### config.mk
export PLATFORM = sky130hd
export DESIGN_NAME = game_top
export DESIGN_NICKNAME = d
export VERILOG_FILES = /design/src/arcade_pkg.sv /design/src/game_prog.sv /design/src/game_rom_fetch.sv /design/src/game_top.sv /design/src/game_video.sv
export SDC_FILE = /design/constraint.sdc
export NUM_CORES = 1
export LEC_CHECK = 0
export BUFFER_PORTS_ARGS = -buffer_cell sky130_fd_sc_hd__buf_2
export CORE_MARGIN = 4
export CORE_UTILIZATION = 59
export DETAILED_ROUTE_END_ITERATION = 6
export PLACE_DENSITY = 0.85
export SYNTH_ARGS = -nofsm -noshare
export SYNTH_HDL_FRONTEND = slang
export SYNTH_SLANG_ARGS = --single-unit
export TNS_END_PERCENT = 100
### constraint.sdc
create_clock -name clk -period 4.5 [get_ports clk]
set_input_delay 0.675 -clock clk [delete_from_list [all_inputs] [get_ports clk]]
set_output_delay 0.675 -clock clk [all_outputs]
set_load 0.05 [all_outputs]
### src/arcade_pkg.sv
// Shared sizes, raster timing, palette, bus structs and FSM enums of the game core
package arcade_pkg;

    // SDRAM and ROM layout
    localparam int SDRAM_AW   = 22;
    localparam int ROM_BYTES  = 4096;
    localparam int MAIN_AW    = 10;
    localparam int GFX_AW     = 10;
    localparam int GFX_OFFSET = 1024;

    // Raster timing, counted in pixels and lines
    localparam int CEN_DIV         = 4;
    localparam int H_TOTAL         = 64;
    localparam int H_VISIBLE       = 48;
    localparam int H_SYNC_START    = 52;
    localparam int H_SYNC_END      = 56;
    localparam int V_TOTAL         = 40;
    localparam int V_VISIBLE       = 32;
    localparam int V_SYNC_START    = 34;
    localparam int V_SYNC_END      = 36;
    localparam int GROUPS_PER_LINE = 12;

    // RGB 4:4:4, entry 15 listed first
    localparam logic [15:0][11:0] PALETTE = {
        12'hfff, 12'hccc, 12'h888, 12'h444,
        12'hf0f, 12'h0ff, 12'hff0, 12'hf80,
        12'h08f, 12'h8f0, 12'hf08, 12'h00f,
        12'h0f0, 12'hf00, 12'h123, 12'h000
    };

    typedef struct packed {
        logic [SDRAM_AW-1:0] addr;
        logic [7:0]          data;
        logic [1:0]          mask;  // active low, bit 0 is the low byte
        logic                we;
    } prog_t;

    // Both slots use the same word address width
    typedef struct packed {
        logic               cs;
        logic [MAIN_AW-1:0] addr;
    } rom_req_t;

    typedef struct packed {
        logic        ok;
        logic [15:0] data;
    } rom_rsp_t;

    typedef struct packed {
        logic                req;
        logic [SDRAM_AW-1:0] addr;
        logic                refresh_en;
    } sdram_req_t;

    typedef struct packed {
        logic       hbl;
        logic       vbl;
        logic       hs;
        logic       vs;
        logic [3:0] red;
        logic [3:0] green;
        logic [3:0] blue;
    } video_t;

    typedef enum logic [1:0] {
        FETCH_IDLE,
        FETCH_WAIT_ACK,
        FETCH_WAIT_DATA
    } fetch_state_e;

    typedef enum logic {
        SLOT_GFX,
        SLOT_MAIN
    } slot_e;

endpackage

### src/game_prog.sv
// Loader byte stream to masked SDRAM word writes, with ROM size filter
`timescale 1ns/1ns

module game_prog import arcade_pkg::*; (
    input  logic        clk,
    input  logic        arst_n,
    input  logic        ioctl_wr,
    input  logic [21:0] ioctl_addr,
    input  logic [7:0]  ioctl_data,
    output prog_t       prog
);

    logic                in_rom;
    logic                accept;
    logic                we_q;
    logic [SDRAM_AW-1:0] addr_q;
    logic [7:0]          data_q;
    logic [1:0]          mask_q;

    // Anything past the ROM image is thrown away
    assign in_rom = ioctl_addr < 22'(ROM_BYTES);
    assign accept = ioctl_wr && in_rom;

    always_ff @(posedge clk or negedge arst_n) begin
        if (!arst_n) begin
            we_q <= 1'b0;
        end else begin
            we_q <= accept;
        end
    end

    // Byte address to word address, the odd byte lands in the upper half
    always_ff @(posedge clk) begin
        if (accept) begin
            addr_q <= {1'b0, ioctl_addr[21:1]};
            data_q <= ioctl_data;
            if (ioctl_addr[0]) begin
                mask_q <= 2'b01;
            end else begin
                mask_q <= 2'b10;
            end
        end
    end

    assign prog = '{
        addr: addr_q,
        data: data_q,
        mask: mask_q,
        we:   we_q
    };

endmodule

### src/game_rom_fetch.sv
// Two-slot ROM arbiter with per-slot word cache, SDRAM handshake and ready flag
`timescale 1ns/1ns

module game_rom_fetch import arcade_pkg::*; (
    input  logic        clk,
    input  logic        arst_n,
    input  logic        downloading,
    input  rom_req_t    gfx_req,
    input  rom_req_t    main_req,
    output rom_rsp_t    gfx_rsp,
    output rom_rsp_t    main_rsp,
    output sdram_req_t  sdram,
    input  logic        sdram_ack,
    input  logic        data_rdy,
    input  logic [15:0] data_read,
    output logic        ready
);

    rom_req_t [1:0]     client;
    logic [MAIN_AW-1:0] cache_addr [2];
    logic [15:0]        cache_data [2];
    logic [1:0]         cache_valid;
    logic [1:0]         hit;
    logic [1:0]         miss;
    fetch_state_e       state;
    slot_e              sel;
    slot_e              pick;
    logic               launch;
    logic               fill;
    logic [MAIN_AW-1:0] fill_addr;
    logic               req_q;
    logic [SDRAM_AW-1:0] req_addr;
    logic [1:0]         ready_sr;

    assign client[SLOT_GFX]  = gfx_req;
    assign client[SLOT_MAIN] = main_req;

    // Hit when the cached word belongs to the address the client holds now
    always_comb begin
        for (int i = 0; i < 2; i++) begin
            hit[i]  = client[i].cs && cache_valid[i] && cache_addr[i] == client[i].addr;
            miss[i] = client[i].cs && !hit[i];
        end
    end

    // Video must never stall, so graphics goes first
    assign pick   = miss[SLOT_GFX] ? SLOT_GFX : SLOT_MAIN;
    assign launch = state == FETCH_IDLE && !downloading && |miss;
    assign fill   = state == FETCH_WAIT_DATA && data_rdy;

    always_ff @(posedge clk or negedge arst_n) begin
        if (!arst_n) begin
            state <= FETCH_IDLE;
            sel   <= SLOT_GFX;
            req_q <= 1'b0;
        end else begin
            case (state)
                FETCH_IDLE: begin
                    if (launch) begin
                        sel   <= pick;
                        req_q <= 1'b1;
                        state <= FETCH_WAIT_ACK;
                    end
                end
                FETCH_WAIT_ACK: begin
                    if (sdram_ack) begin
                        req_q <= 1'b0;
                        state <= FETCH_WAIT_DATA;
                    end
                end
                FETCH_WAIT_DATA: begin
                    if (data_rdy) begin
                        state <= FETCH_IDLE;
                    end
                end
                default: begin
                    req_q <= 1'b0;
                    state <= FETCH_IDLE;
                end
            endcase
        end
    end

    // Download overwrites the ROM, nothing cached can be trusted
    always_ff @(posedge clk or negedge arst_n) begin
        if (!arst_n) begin
            cache_valid <= '0;
        end else if (downloading) begin
            cache_valid <= '0;
        end else if (fill) begin
            cache_valid[sel] <= 1'b1;
        end
    end

    // Address is frozen from launch until the ack
    always_ff @(posedge clk) begin
        if (launch) begin
            fill_addr <= client[pick].addr;
            if (pick == SLOT_GFX) begin
                req_addr <= SDRAM_AW'(client[pick].addr) + SDRAM_AW'(GFX_OFFSET);
            end else begin
                req_addr <= SDRAM_AW'(client[pick].addr);
            end
        end
        if (fill) begin
            cache_addr[sel] <= fill_addr;
            cache_data[sel] <= data_read;
        end
    end

    // Two flops after the end of the download
    always_ff @(posedge clk or negedge arst_n) begin
        if (!arst_n) begin
            ready_sr <= 2'b00;
        end else begin
            ready_sr <= {ready_sr[0], !downloading};
        end
    end

    assign ready = ready_sr[1] && !downloading;

    assign gfx_rsp  = '{ok: hit[SLOT_GFX] && !downloading, data: cache_data[SLOT_GFX]};
    assign main_rsp = '{ok: hit[SLOT_MAIN] && !downloading, data: cache_data[SLOT_MAIN]};

    // Refresh only goes in when no access is pending
    assign sdram = '{
        req:        req_q,
        addr:       req_addr,
        refresh_en: state == FETCH_IDLE
    };

endmodule

### src/game_top.sv
// Game core top: ROM download, ROM fetch arbiter and video, held off until ROM is ready
`timescale 1ns/1ns

module game_top import arcade_pkg::*; (
    input  logic        clk,
    input  logic        arst_n,
    input  logic        downloading,
    input  logic        ioctl_wr,
    input  logic [21:0] ioctl_addr,
    input  logic [7:0]  ioctl_data,
    output prog_t       prog,
    output sdram_req_t  sdram,
    input  logic        sdram_ack,
    input  logic        data_rdy,
    input  logic [15:0] data_read,
    input  rom_req_t    main_req,
    output rom_rsp_t    main_rsp,
    output logic        ready,
    output video_t      video
);

    rom_req_t gfx_req;
    rom_rsp_t gfx_rsp;
    logic     game_rst;

    // Game logic sits in reset until the ROM image is in place
    assign game_rst = !ready;

    game_prog u_prog (
        .clk        ( clk        ),
        .arst_n     ( arst_n     ),
        .ioctl_wr   ( ioctl_wr   ),
        .ioctl_addr ( ioctl_addr ),
        .ioctl_data ( ioctl_data ),
        .prog       ( prog       )
    );

    game_rom_fetch u_fetch (
        .clk         ( clk         ),
        .arst_n      ( arst_n      ),
        .downloading ( downloading ),
        .gfx_req     ( gfx_req     ),
        .main_req    ( main_req    ),
        .gfx_rsp     ( gfx_rsp     ),
        .main_rsp    ( main_rsp    ),
        .sdram       ( sdram       ),
        .sdram_ack   ( sdram_ack   ),
        .data_rdy    ( data_rdy    ),
        .data_read   ( data_read   ),
        .ready       ( ready       )
    );

    game_video u_video (
        .clk      ( clk      ),
        .arst_n   ( arst_n   ),
        .game_rst ( game_rst ),
        .gfx_req  ( gfx_req  ),
        .gfx_rsp  ( gfx_rsp  ),
        .video    ( video    )
    );

endmodule

### src/game_video.sv
// Pixel enable, H/V timing, syncs, graphics word prefetch and palette output
`timescale 1ns/1ns

module game_video import arcade_pkg::*; (
    input  logic     clk,
    input  logic     arst_n,
    input  logic     game_rst,
    output rom_req_t gfx_req,
    input  rom_rsp_t gfx_rsp,
    output video_t   video
);

    logic [$clog2(CEN_DIV)-1:0] cen_cnt;
    logic                       pxl_cen;
    logic [$clog2(H_TOTAL)-1:0] h_cnt;
    logic [$clog2(H_TOTAL)-1:0] h_nxt;
    logic [$clog2(V_TOTAL)-1:0] v_cnt;
    logic [$clog2(V_TOTAL)-1:0] v_nxt;
    logic [$clog2(V_TOTAL)-1:0] v_inc;
    logic                       grp_start;
    logic                       line_pre;
    logic [GFX_AW-1:0]          gfx_addr;
    logic [GFX_AW-1:0]          gfx_addr_nxt;
    logic                       gfx_cs;
    logic [15:0]                pix_sr;
    logic                       pix_ok;
    logic [11:0]                colour;
    video_t                     vid_d;

    assign pxl_cen = int'(cen_cnt) == CEN_DIV - 1;

    always_comb begin
        v_inc = (int'(v_cnt) == V_TOTAL - 1) ? '0 : v_cnt + 1'b1;
        if (int'(h_cnt) == H_TOTAL - 1) begin
            h_nxt = '0;
            v_nxt = v_inc;
        end else begin
            h_nxt = h_cnt + 1'b1;
            v_nxt = v_cnt;
        end
    end

    // Judged on the counter value about to be loaded
    assign grp_start = pxl_cen && h_nxt[1:0] == 2'd0 && int'(h_nxt) < H_VISIBLE;
    assign line_pre  = pxl_cen && int'(h_nxt) == H_TOTAL - 4;

    // One group ahead, group 0 of the next line goes out during hblank
    always_comb begin
        gfx_addr_nxt = gfx_addr;
        if (grp_start) begin
            gfx_addr_nxt = GFX_AW'(v_nxt) * GFX_AW'(GROUPS_PER_LINE)
                         + GFX_AW'(h_nxt >> 2) + 1'b1;
        end else if (line_pre) begin
            gfx_addr_nxt = GFX_AW'(v_inc) * GFX_AW'(GROUPS_PER_LINE);
        end
    end

    assign colour = PALETTE[pix_sr[3:0]];

    always_comb begin
        vid_d.hbl = int'(h_cnt) >= H_VISIBLE;
        vid_d.vbl = int'(v_cnt) >= V_VISIBLE;
        vid_d.hs  = int'(h_cnt) >= H_SYNC_START && int'(h_cnt) < H_SYNC_END;
        vid_d.vs  = int'(v_cnt) >= V_SYNC_START && int'(v_cnt) < V_SYNC_END;
        // Late word or blanking gives black
        if (!vid_d.hbl && !vid_d.vbl && pix_ok) begin
            {vid_d.red, vid_d.green, vid_d.blue} = colour;
        end else begin
            {vid_d.red, vid_d.green, vid_d.blue} = 12'h000;
        end
    end

    always_ff @(posedge clk or negedge arst_n) begin
        if (!arst_n) begin
            cen_cnt  <= '0;
            h_cnt    <= '0;
            v_cnt    <= '0;
            gfx_cs   <= 1'b0;
            gfx_addr <= GFX_AW'(1);
            pix_ok   <= 1'b0;
            video    <= '{hbl: 1'b1, vbl: 1'b1, hs: 1'b0, vs: 1'b0,
                          red: 4'h0, green: 4'h0, blue: 4'h0};
        end else if (game_rst) begin
            cen_cnt  <= '0;
            h_cnt    <= '0;
            v_cnt    <= '0;
            gfx_cs   <= 1'b0;
            gfx_addr <= GFX_AW'(1);
            pix_ok   <= 1'b0;
            video    <= '{hbl: 1'b1, vbl: 1'b1, hs: 1'b0, vs: 1'b0,
                          red: 4'h0, green: 4'h0, blue: 4'h0};
        end else begin
            cen_cnt  <= pxl_cen ? '0 : cen_cnt + 1'b1;
            gfx_cs   <= 1'b1;
            gfx_addr <= gfx_addr_nxt;
            if (pxl_cen) begin
                h_cnt <= h_nxt;
                v_cnt <= v_nxt;
                video <= vid_d;
            end
            if (grp_start) begin
                pix_ok <= gfx_rsp.ok;
            end
        end
    end

    // Lowest nibble is shown first
    always_ff @(posedge clk) begin
        if (grp_start) begin
            pix_sr <= gfx_rsp.data;
        end else if (pxl_cen) begin
            pix_sr <= pix_sr >> 4;
        end
    end

    assign gfx_req = '{cs: gfx_cs, addr: MAIN_AW'(gfx_addr)};

endmodule

==> results.json, run 1 <==
{
  "outcome": "finished, final reports clean",
  "synth_cells": 620,
  "finalSetupViolations": 0,
  "multiInputGateArea_um2": 2760,
  "cap_viol_max_count": 0,
  "synthDistinctLibCells": 65,
  "final_core_util_pct": 72.4,
  "place_area_um2": 8620,
  "synth_top_area_share_pct": 42.5,
  "clock_path_buffers": 2,
  "synth-edff-count": 110,
  "firstDrtPassIters": 5,
  "ff2ff_path_depth": 14,
  "grt.total_usage_pct": 23.9,
  "worstMarginPinSlew_ns": 0.926,
  "design_area_um2": 9250,
  "r2r-end": "u_video.gfx_addr[8]",
  "worstPathArrival_ns": 3.97,
  "grt_max_degree": 51,
  "hold_viol_final": 0,
  "drt_iter0_drc": 351,
  "ctsResizeCount": 0,
  "cts_hold_buf": 0,
  "p_per_area_nw_per_um2": 389,
  "cp_slowest_cell": "fa_1",
  "rsz0062_at_grt": "no",
  "layout_min_cycle_time_ns": 3.65,
  "critical_path.max_fanout": 8,
  "slew_headroom_pct": 37.8,
  "netlist_area_um2": 7770,
  "avgSynthCellArea_um2": 12.5,
  "post_cts_buffers": 0,
  "met1_usage_pct": 30.8,
  "ff_latch_area_um2": 4780,
  "peakVddDrop_mv": 0.425,
  "start_kind": "flop",
  "yosys.area.top_type": "edfxtp_1",
  "fin_tns_setup_ns": 0,
  "htree_levels": 4,
  "fp.coreArea_um2": 12800,
  "gr-total-overflow": 0,
  "grt_use_met3_pct": 5.90,
  "crit_chain": "ha_1 -> nand3_1 -> nor2_1 -> nand2_1 -> xnor2_1 -> inv_1 -> fa_1 -> nor2b_1 -> o21ai_0 -> nand2b_1 -> xor2_1 -> nand3_1 -> xor2_1 -> o31ai_1",
  "cts_buffers": 17,
  "worst_skew_pair.late_latency_ns": 0.43,
  "finalNetCount": 860,
  "rows": 41,
  "ant_nets": 0,
  "r2r_slack_ns": 0.85,
  "dpl.hpwl_um": 12100,
  "root_buffer": "clkbuf_16",
  "antenna_found_initial": 1,
  "synth-seq-cells": 171,
  "cts.sinks": 171,
  "power_uw": 3600,
  "required_ns": 4.82,
  "grt_pass1_wl_um": 27400,
  "yosysSeqAreaShare_pct": 61.5,
  "fmax_mhz": 274,
  "busiest_layer": "met2",
  "worstHoldPathType": "input pin to asynchronous set/reset pin",
  "globalplace.congestion": 0.883,
  "grt_pass1_vias": 5419,
  "cp_num_buf_inv": 1,
  "cp_top_family": "simple AND/OR/NAND/NOR gates",
  "initial_core_util_pct": 60.8,
  "crit_cells": 14,
  "grt_util_met2_pct": 39.7,
  "ys_top_cells_by_area": "edfxtp_1, dfrtp_1, ha_1",
  "num-fill-cells": 824,
  "finalCritPeriodShare_pct": 81.0,
  "drive_gt1_share_pct": 27.4,
  "p_leak_uw": 0.00388,
  "clock_skew_ns": 0.0122,
  "io_buffers": 141,
  "avgViaCountPerCell": 5.65,
  "synth_warnings": 0,
  "slowest_delay_ns": 0.47,
  "wl_per_cell_um": 18.3,
  "synth_commonest_cells": "edfxtp_1, nand2_1, dfrtp_1, nor2_1, xnor2_1",
  "dominantRegCellSynth": "edfxtp_1",
  "diodes": 0,
  "synthArstFlopShare_pct": 29.2,
  "routed_wirelength_um": 17400,
  "cts_tree": "yes",
  "crit_type": "flop to flop",
  "drt_drc_violations_left": 0,
  "end_kind": "flop",
  "ios": 154,
  "synth_most_common_cell": "edfxtp_1",
  "num_vias": 5369,
  "die_area_um2": 15100,
  "die_x_um": 123,
  "clk_pin_slew_ns": 0.07,
  "r2r-start": "u_video.h_cnt[0]",
  "finalMaxSlewViolations": 0,
  "layout-area-overhead-vs-synth_pct": 19.0,
  "die_h_um": 123
}
==> cell usage in the layout (no fill, tap or decap), types with 12 or more instances in the layout <==
master / instances
a211oi_1: 13
a21oi_1: 19
buf_2: 141
clkbuf_16: 17
conb_1: 12
dfrtp_1: 47
edfxtp_1: 110
ha_1: 30
inv_1: 20
mux2_2: 12
nand2_1: 64
nand3_1: 13
nor2_1: 44
nor3_1: 12
o21ai_0: 25
xnor2_1: 32
xor2_1: 18
==> how the worst max path moves through the flow <==
| stage | from | endpoint | slack [ns] |
|---|---|---|---|
| detailed placement | u_video.h_cnt[0] | u_video.gfx_addr[8] | 0.94 |
| floorplan | ioctl_addr[19] | u_prog.addr_q[0] | 1.27 |
| CTS | u_video.h_cnt[0] | u_video.gfx_addr[8] | 0.88 |
| global route | u_video.h_cnt[0] | u_video.gfx_addr[8] | 0.50 |
| global placement | u_video.h_cnt[0] | u_video.gfx_addr[8] | 1.19 |
| finish | u_video.h_cnt[0] | u_video.gfx_addr[8] | 0.85 |
==> layout make-up <==
cell class                 count  area share, %
clock buffer                  17           4.60
clock inverter                15           2.17
inverter                      22          0.893
multi-input combinational    401           29.8
sequential                   171           51.7
tap                          172           2.33
timing repair buffer         152           8.53
==> logic make-up (layout without fill, tap and decap cells) <==
family | count (synthesis) | after routing | synth area share (%)
AOI/OAI and AO/OA | 109 | 109 | 9.54
xor gates and xnor gates | 50 | 50 | 5.64
adders and majority gates | 32 | 32 | 5.35
buffers and inverters | 59 | 206 | 3.88
DFF | 171 | 171 | 61.5
muxes | 23 | 23 | 3.45
other | 1 | 12 | 0.0483
and+or+nand+nor | 175 | 175 | 10.6
==> routing by layer <==
layer / vias up / wire, um / part of all wire, %
li1: 2493 / - / -
met1: 2630 / 7000 / 40
met2: 221 / 8950 / 51
met3: 23 / 1180 / 6.8
met4: 2 / 249 / 1.4
met5: - / 13 / 0.075
==> stage by stage <==
stage,std cells,hold slack (ns),setup slack [ns]
after floorplan,631,0.331,1.27
after global placement,918,0.334,1.19
after detailed placement,918,0.366,0.937
after CTS,950,0.381,0.885
after global routing,950,0.379,0.498
final,950,0.361,0.854
==> state kept, by name, indices dropped and copies added, names as in the netlist, 6 cells and up <==
signal,count
u_video.colour,11
u_video.v_cnt,6
u_video.pix_sr,16
u_prog.data_q,8
u_fetch.cache_data,32
u_video.video,15
u_video.gfx_addr,10
u_fetch.cache_addr,20
u_fetch.req_addr,11
u_video.h_cnt,6
u_prog.addr_q,21
==> worst reg2reg max path, cell delays in order (launching register included) <==
cell	delay, ns
dfrtp_1	0.46
ha_1	0.26
nand3_1	0.19
nor2_1	0.45
nand2_1	0.18
xnor2_1	0.30
inv_1	0.11
fa_1	0.47
nor2b_1	0.13
o21ai_0	0.08
nand2b_1	0.13
xor2_1	0.26
nand3_1	0.12
xor2_1	0.16
o31ai_1	0.24
==> report_power, final <==
| part | switching, uW | leakage, uW | internal, uW |
|---|---|---|---|
| combinational | 223 | 0.00182 | 79.6 |
| sequential | 36.9 | 0.00176 | 1740 |
| clock | 665 | 0.000303 | 851 |
| total | 924 | 0.00388 | 2670 |
(Power assumes the default switching activity.)
==> run 2, diff against run 1 <==
--- a/config.mk
+++ b/config.mk
@@ -5,11 +5,12 @@
 export SDC_FILE = /design/constraint.sdc
 export NUM_CORES = 1
 export LEC_CHECK = 0
+export ABC_AREA = 1
 export BUFFER_PORTS_ARGS = -buffer_cell sky130_fd_sc_hd__buf_2
 export CORE_MARGIN = 4
-export CORE_UTILIZATION = 59
+export CORE_UTILIZATION = 56
 export DETAILED_ROUTE_END_ITERATION = 6
-export PLACE_DENSITY = 0.85
+export PLACE_DENSITY = 0.81
 export SYNTH_ARGS = -nofsm -noshare
 export SYNTH_HDL_FRONTEND = slang
 export SYNTH_SLANG_ARGS = --single-unit
==> constraint.sdc (replaced) <==
create_clock -name clk -period 3.7 [get_ports clk]
set_input_delay 0.555 -clock clk [delete_from_list [all_inputs] [get_ports clk]]
set_output_delay 0.555 -clock clk [all_outputs]
set_load 0.05 [all_outputs]
==> results.json, run 2 <==
{
  "root_buffer": "clkbuf_16",
  "required_ns": 4.01,
  "peakVddDrop_mv": 0.515,
  "grt_max_degree": 34,
  "synthArstFlopShare_pct": 29.2,
  "place_area_um2": 8830,
  "synth-edff-count": 110,
  "clk_pin_slew_ns": 0.07,
  "design_area_um2": 9420,
  "rows": 43,
  "finalSetupViolations": 0,
  "synth_top_area_share_pct": 41.4,
  "layout_min_cycle_time_ns": 3.23,
  "worst_skew_pair.late_latency_ns": 0.42,
  "avgSynthCellArea_um2": 10.1,
  "ys_top_cells_by_area": "edfxtp_1, dfrtp_1, nand2_1",
  "layout_common_cells": "nand2_1, buf_2, edfxtp_1, inv_1, nor2_1",
  "power_frac_clock_pct": 40.9,
  "worstHoldPathType": "input pin to asynchronous set/reset pin",
  "ff2ff_path_depth": 18,
  "die_area_um2": 16200,
  "firstDrtPassIters": 6,
  "drt-met1-wl_um": 7210,
  "hold_viol_final": 0,
  "grt_pass1_vias": 5737,
  "crit_type": "flop to flop",
  "r2r-end": "u_video.gfx_addr[9]",
  "cts_buffers": 17,
  "synth_most_common_cell": "nand2_1",
  "drt_drc_violations_left": 0,
  "clock_skew_ns": 0.00688,
  "end_kind": "flop",
  "num_vias": 5773,
  "wl_met2_um": 7870,
  "ctsResizeCount": 0,
  "synth-seq-cells": 171,
  "start_kind": "flop",
  "power_uw": 4250,
  "cts.sinks": 171,
  "r2r_slack_ns": 0.47,
  "switching_share_pct": 25.8,
  "drt_iter0_drc": 350,
  "worstMarginPinSlew_ns": 0.849,
  "p_int_uw": 3150,
  "layout-area-overhead-vs-synth_pct": 18.1,
  "initial_core_util_pct": 57.2,
  "wl_per_cell_um": 14.6,
  "finalMaxSlewViolations": 0,
  "synth_warnings": 0,
  "die_h_um": 127,
  "grt_pass1_wl_um": 27100,
  "route.met3.wl_um": 1150,
  "antenna_found_initial": 0,
  "layout_commonest_cell": "nand2_1",
  "globalplace.congestion": 0.941,
  "top_layer": "met4",
  "worstPathArrival_ns": 3.54,
  "synth_commonest_cells": "nand2_1, edfxtp_1, inv_1, nor2_1, o21ai_0",
  "timing.final.ws_setup_ns": 0.471,
  "dominantRegCellSynth": "edfxtp_1",
  "gr-total-overflow": 0,
  "ant_nets": 0,
  "outcome": "finished, final reports clean",
  "yosys.area.top_type": "edfxtp_1",
  "fin_tns_setup_ns": 0,
  "die_x_um": 127,
  "post_cts_buffers": 0,
  "combPwrFrac_pct": 8.5,
  "avgViaCountPerCell": 5.07,
  "regMostFlops": "u_fetch.cache_data",
  "synthDistinctLibCells": 41,
  "reg.largest.list": "u_fetch.cache_data: 32 flops, u_prog.addr_q: 21 flops, u_fetch.cache_addr: 20 flops",
  "synth_cells": 793,
  "fp.coreArea_um2": 13900,
  "grt.total_usage_pct": 21.0,
  "finalCritPeriodShare_pct": 87.3,
  "yosysSeqAreaShare_pct": 59.9,
  "p_leak_uw": 0.00436,
  "dpl.hpwl_um": 12100,
  "critical_path.max_fanout": 10,
  "cts_hold_buf": 0,
  "cap_viol_max_count": 0,
  "fmax_mhz": 310,
  "routed_wirelength_um": 16600,
  "cts_tree": "yes",
  "diodes": 0,
  "switchingPower_uw": 1090,
  "ios": 154,
  "p_per_area_nw_per_um2": 451,
  "slew_headroom_pct": 43.4,
  "pre_cts_ws_ns": 0.335,
  "rsz0062_at_grt": "no",
  "netlist_area_um2": 7970,
  "htree_levels": 4,
  "finalNetCount": 1040,
  "io_buffers": 141,
  "largest_register_ffs": 32,
  "drive_gt1_share_pct": 23.9,
  "r2r-start": "u_video.h_cnt[0]",
  "p_seq_share_pct": 50.6,
  "clock_path_buffers": 2
}
## run 2: stage by stage
stage	hold WS, ns	utilization (%)	std cells
6_report	0.237	67.6	1138
5_1_grt	0.287	67.6	1138
4_1_cts	0.266	67.5	1138
3_5_place_dp	0.336	63.4	1106
3_3_place_gp	0.333	63.4	1106
2_1_floorplan	0.259	-	804
## run 2: worst max-delay path by stage
| stage | start | to | cells past startpoint |
|---|---|---|---|
| final | u_video.h_cnt[0] | u_video.gfx_addr[9] | 18 |
| after global routing | u_video.h_cnt[0] | u_video.gfx_addr[9] | 18 |
| after CTS | u_video.h_cnt[1] | u_video.gfx_addr[9] | 18 |
| after detailed placement | u_video.h_cnt[1] | u_video.gfx_addr[9] | 18 |
| after global placement | u_video.h_cnt[0] | u_video.gfx_addr[9] | 18 |
| after floorplan | ioctl_addr[17] | u_prog.addr_q[0] | 3 |
## run 2: kinds of logic (layout without fill, tap and decap cells)
group / after synthesis / in the layout / synth area share, %
and+or+nand+nor: 363 / 363 / 20.3
DFF: 171 / 171 / 59.9
adders and majority gates: 32 / 32 / 5.21
other: 1 / 12 / 0.0470
xor gates and xnor gates: 16 / 16 / 1.76
buffers and inverters: 126 / 280 / 7.05
AOI/OAI and AO/OA: 84 / 84 / 5.67
## run 2: worst max-delay path, stage by stage, from the launching register on
cell     delay, ns
dfrtp_1       0.43
ha_1          0.25
nand3_2       0.14
nor2_4        0.22
inv_1         0.16
o21ai_1       0.26
ha_1          0.21
inv_1         0.06
fa_1          0.39
xnor2_1       0.19
nand3_1       0.14
nor2_1        0.15
nand2_1       0.09
nor2_1        0.13
nand2_1       0.06
nand2_1       0.06
nand3_1       0.06
nand2_1       0.07
nand2_1       0.05
## run 2: final cells by class
cell class / instances / area [um2]
Sequential cell: 171 / 4780
Inverter: 101 / 382
Clock inverter: 14 / 155
Clock buffer: 18 / 429
Multi-Input combinational cell: 507 / 2700
Fill cell: 1058 / 4520
Timing Repair Buffer: 147 / 751
Tap cell: 180 / 225
## run 2: metal layers
layer / vias up / global-route usage [%]
li1: 2886 / -
met1: 2653 / 27.8
met2: 199 / 33.7
met3: 35 / 5.02
met4: 0 / 8.39
met5: - / 0
## run 2: power by group through the flow
stage	Clock, uW	Combinational, uW	Sequential [uW]
final	1740	359	2150
after detailed placement	0	358	2190
after floorplan	0	192	2250
after global placement	0	352	2190
after CTS	1760	361	2150
after global routing	1860	391	2160
==> run 3, diff against run 2 <==
--- a/config.mk
+++ b/config.mk
@@ -5,12 +5,12 @@
 export SDC_FILE = /design/constraint.sdc
 export NUM_CORES = 1
 export LEC_CHECK = 0
-export ABC_AREA = 1
 export BUFFER_PORTS_ARGS = -buffer_cell sky130_fd_sc_hd__buf_2
 export CORE_MARGIN = 4
-export CORE_UTILIZATION = 56
+export CORE_UTILIZATION = 55
 export DETAILED_ROUTE_END_ITERATION = 6
-export PLACE_DENSITY = 0.81
+export PLACE_DENSITY = 0.8
+export SLEW_MARGIN = 20
 export SYNTH_ARGS = -nofsm -noshare
 export SYNTH_HDL_FRONTEND = slang
 export SYNTH_SLANG_ARGS = --single-unit
==> results.json, run 3 (same netlist as run 1, synthesis figures left out) <==
{
  "avgViaCountPerCell": 5.47,
  "drt_drc_violations_left": 0,
  "globalplace.congestion": 0.861,
  "routed_wirelength_um": 16800,
  "cts_buffers": 17,
  "root_buffer": "clkbuf_16",
  "ant_nets": 0,
  "drt_iter0_drc": 326,
  "cap_viol_max_count": 0,
  "fmax_mhz": 295,
  "initial_core_util_pct": 56.0,
  "die_area_um2": 16100,
  "dpl.hpwl_um": 11900,
  "cts_hold_buf": 0,
  "io_buffers": 141,
  "reg.largest.list": "u_fetch.cache_data: 32 flops, u_prog.addr_q: 21 flops, u_fetch.cache_addr: 20 flops",
  "finalSetupViolations": 0,
  "whs_ns": 0.244,
  "diodes": 0,
  "regMostFlops": "u_fetch.cache_data",
  "grt.total_usage_pct": 21.4,
  "num_vias": 5249,
  "p_leak_uw": 0.00387,
  "layout-area-overhead-vs-synth_pct": 19.1,
  "ctsResizeCount": 0,
  "fp.coreArea_um2": 13900,
  "p_per_area_nw_per_um2": 471,
  "clock_path_buffers": 2,
  "rsz0062_at_grt": "no",
  "die_h_um": 127,
  "critical_path.max_fanout": 10,
  "gr-total-overflow": 0,
  "peakVddDrop_mv": 0.464,
  "cts_tree": "yes",
  "clock_skew_ns": 0.00679,
  "outcome": "finished, final reports clean",
  "hold_viol_final": 0,
  "start_kind": "flop",
  "design_area_um2": 9250,
  "worstHoldPathType": "input pin to asynchronous set/reset pin",
  "finalNetCount": 861,
  "dp.cells": 927,
  "htree_levels": 4,
  "required_ns": 4.03,
  "power_uw": 4350,
  "slew_headroom_pct": 37.5,
  "wl_per_cell_um": 17.5,
  "layout_commonest_cell": "buf_2",
  "layout_common_cells": "buf_2, edfxtp_1, nand2_1, dfrtp_1, nor2_1",
  "cts.sinks": 171,
  "worstPathArrival_ns": 3.73,
  "grt_pass1_vias": 5398,
  "rows": 43,
  "finalCritPeriodShare_pct": 91.7,
  "crit_type": "flop to flop",
  "worstMarginPinSlew_ns": 0.929,
  "firstDrtPassIters": 5,
  "clk_pin_slew_ns": 0.07,
  "antenna_found_initial": 0,
  "grt_pass1_wl_um": 27200,
  "final_cells": 959,
  "grt_max_degree": 34,
  "place_area_um2": 8640,
  "largest_register_ffs": 32,
  "end_kind": "flop",
  "drive_gt1_share_pct": 27.3,
  "die_x_um": 127,
  "layout_min_cycle_time_ns": 3.39,
  "ios": 154,
  "fin_tns_setup_ns": 0,
  "finalMaxSlewViolations": 0,
  "worst_skew_pair.late_latency_ns": 0.43,
  "post_cts_buffers": 0
}
[run 3: cell types whose count changed in the layout (fill, tap and decap cells not counted), moves of 12 or more]
cell | previous run | this run
a211oi_1 | 1 | 13
o21ai_0 | 48 | 25
nand2_2 | 18 | 0
mux2_2 | 0 | 12
nand3_1 | 43 | 13
inv_1 | 98 | 20
nand2_1 | 210 | 64
xnor2_1 | 13 | 32
xor2_1 | 3 | 18
[run 3: stage by stage]
| stage | utilization [%] | worst slack [ns] |
|---|---|---|
| 2_1_floorplan | - | 0.588 |
| 3_3_place_gp | 62.2 | 0.470 |
| 3_5_place_dp | 62.2 | 0.350 |
| 4_1_cts | 66.6 | 0.346 |
| 5_1_grt | 66.6 | 0.0373 |
| 6_report | 66.6 | 0.307 |
[run 3: report_power, final]
| part | internal, uW | switching, uW | leakage [uW] |
|---|---|---|---|
| registers | 2120 | 42.3 | 0.00176 |
| clock network | 1030 | 800 | 0.000289 |
| logic | 96.2 | 267 | 0.00182 |
[run 3: worst paths after layout]
kind | cells past startpoint | from | slack [ns] | endpoint
setup reg to reg | 16 | u_video.v_cnt[0] | 0.31 | u_video.gfx_addr[8]
min in group clk | 1 | ioctl_data[2] | 0.30 | u_prog.data_q[2]
hold reg to reg | 0 | u_fetch.ready_sr[0] | 0.35 | u_fetch.ready_sr[1]
hold / removal | 1 | arst_n | 0.24 | u_fetch.sel
setup / recovery | 16 | u_video.v_cnt[0] | 0.31 | u_video.gfx_addr[8]
max in group asynchronous | 2 | arst_n | 2.67 | u_video.h_cnt[4]
[run 3: cell type report]
type,instances,area [um2]
timing repair buffer,153,796
clock buffer,18,429
tap,180,225
sequential,171,4780
multi-input combinational,401,2760
inverter,22,82.6
clock inverter,14,181
fill,1057,4630
[run 3: worst max-delay path: stages, from the launching register on]
cell and delay (ns):
dfrtp_1 0.47, ha_1 0.34, and2_1 0.20, and2_1 0.21, nor3_1 0.14, a21oi_1 0.08, inv_1 0.09, ha_1 0.19
inv_1 0.07, fa_1 0.40, nor2b_1 0.12, o21ai_0 0.08, nand2b_1 0.11, xor2_1 0.28, nand3_1 0.14, xor2_1 0.16
o31ai_1 0.19
[run 3: metal layers]
layer / share of wire (%) / up-vias / track usage (%)
met5: 0 / - / 0
met4: 2.1 / 0 / 8.45
met3: 6.0 / 32 / 5.09
met2: 49 / 169 / 34.4
met1: 43 / 2555 / 28.2
li1: - / 2493 / -
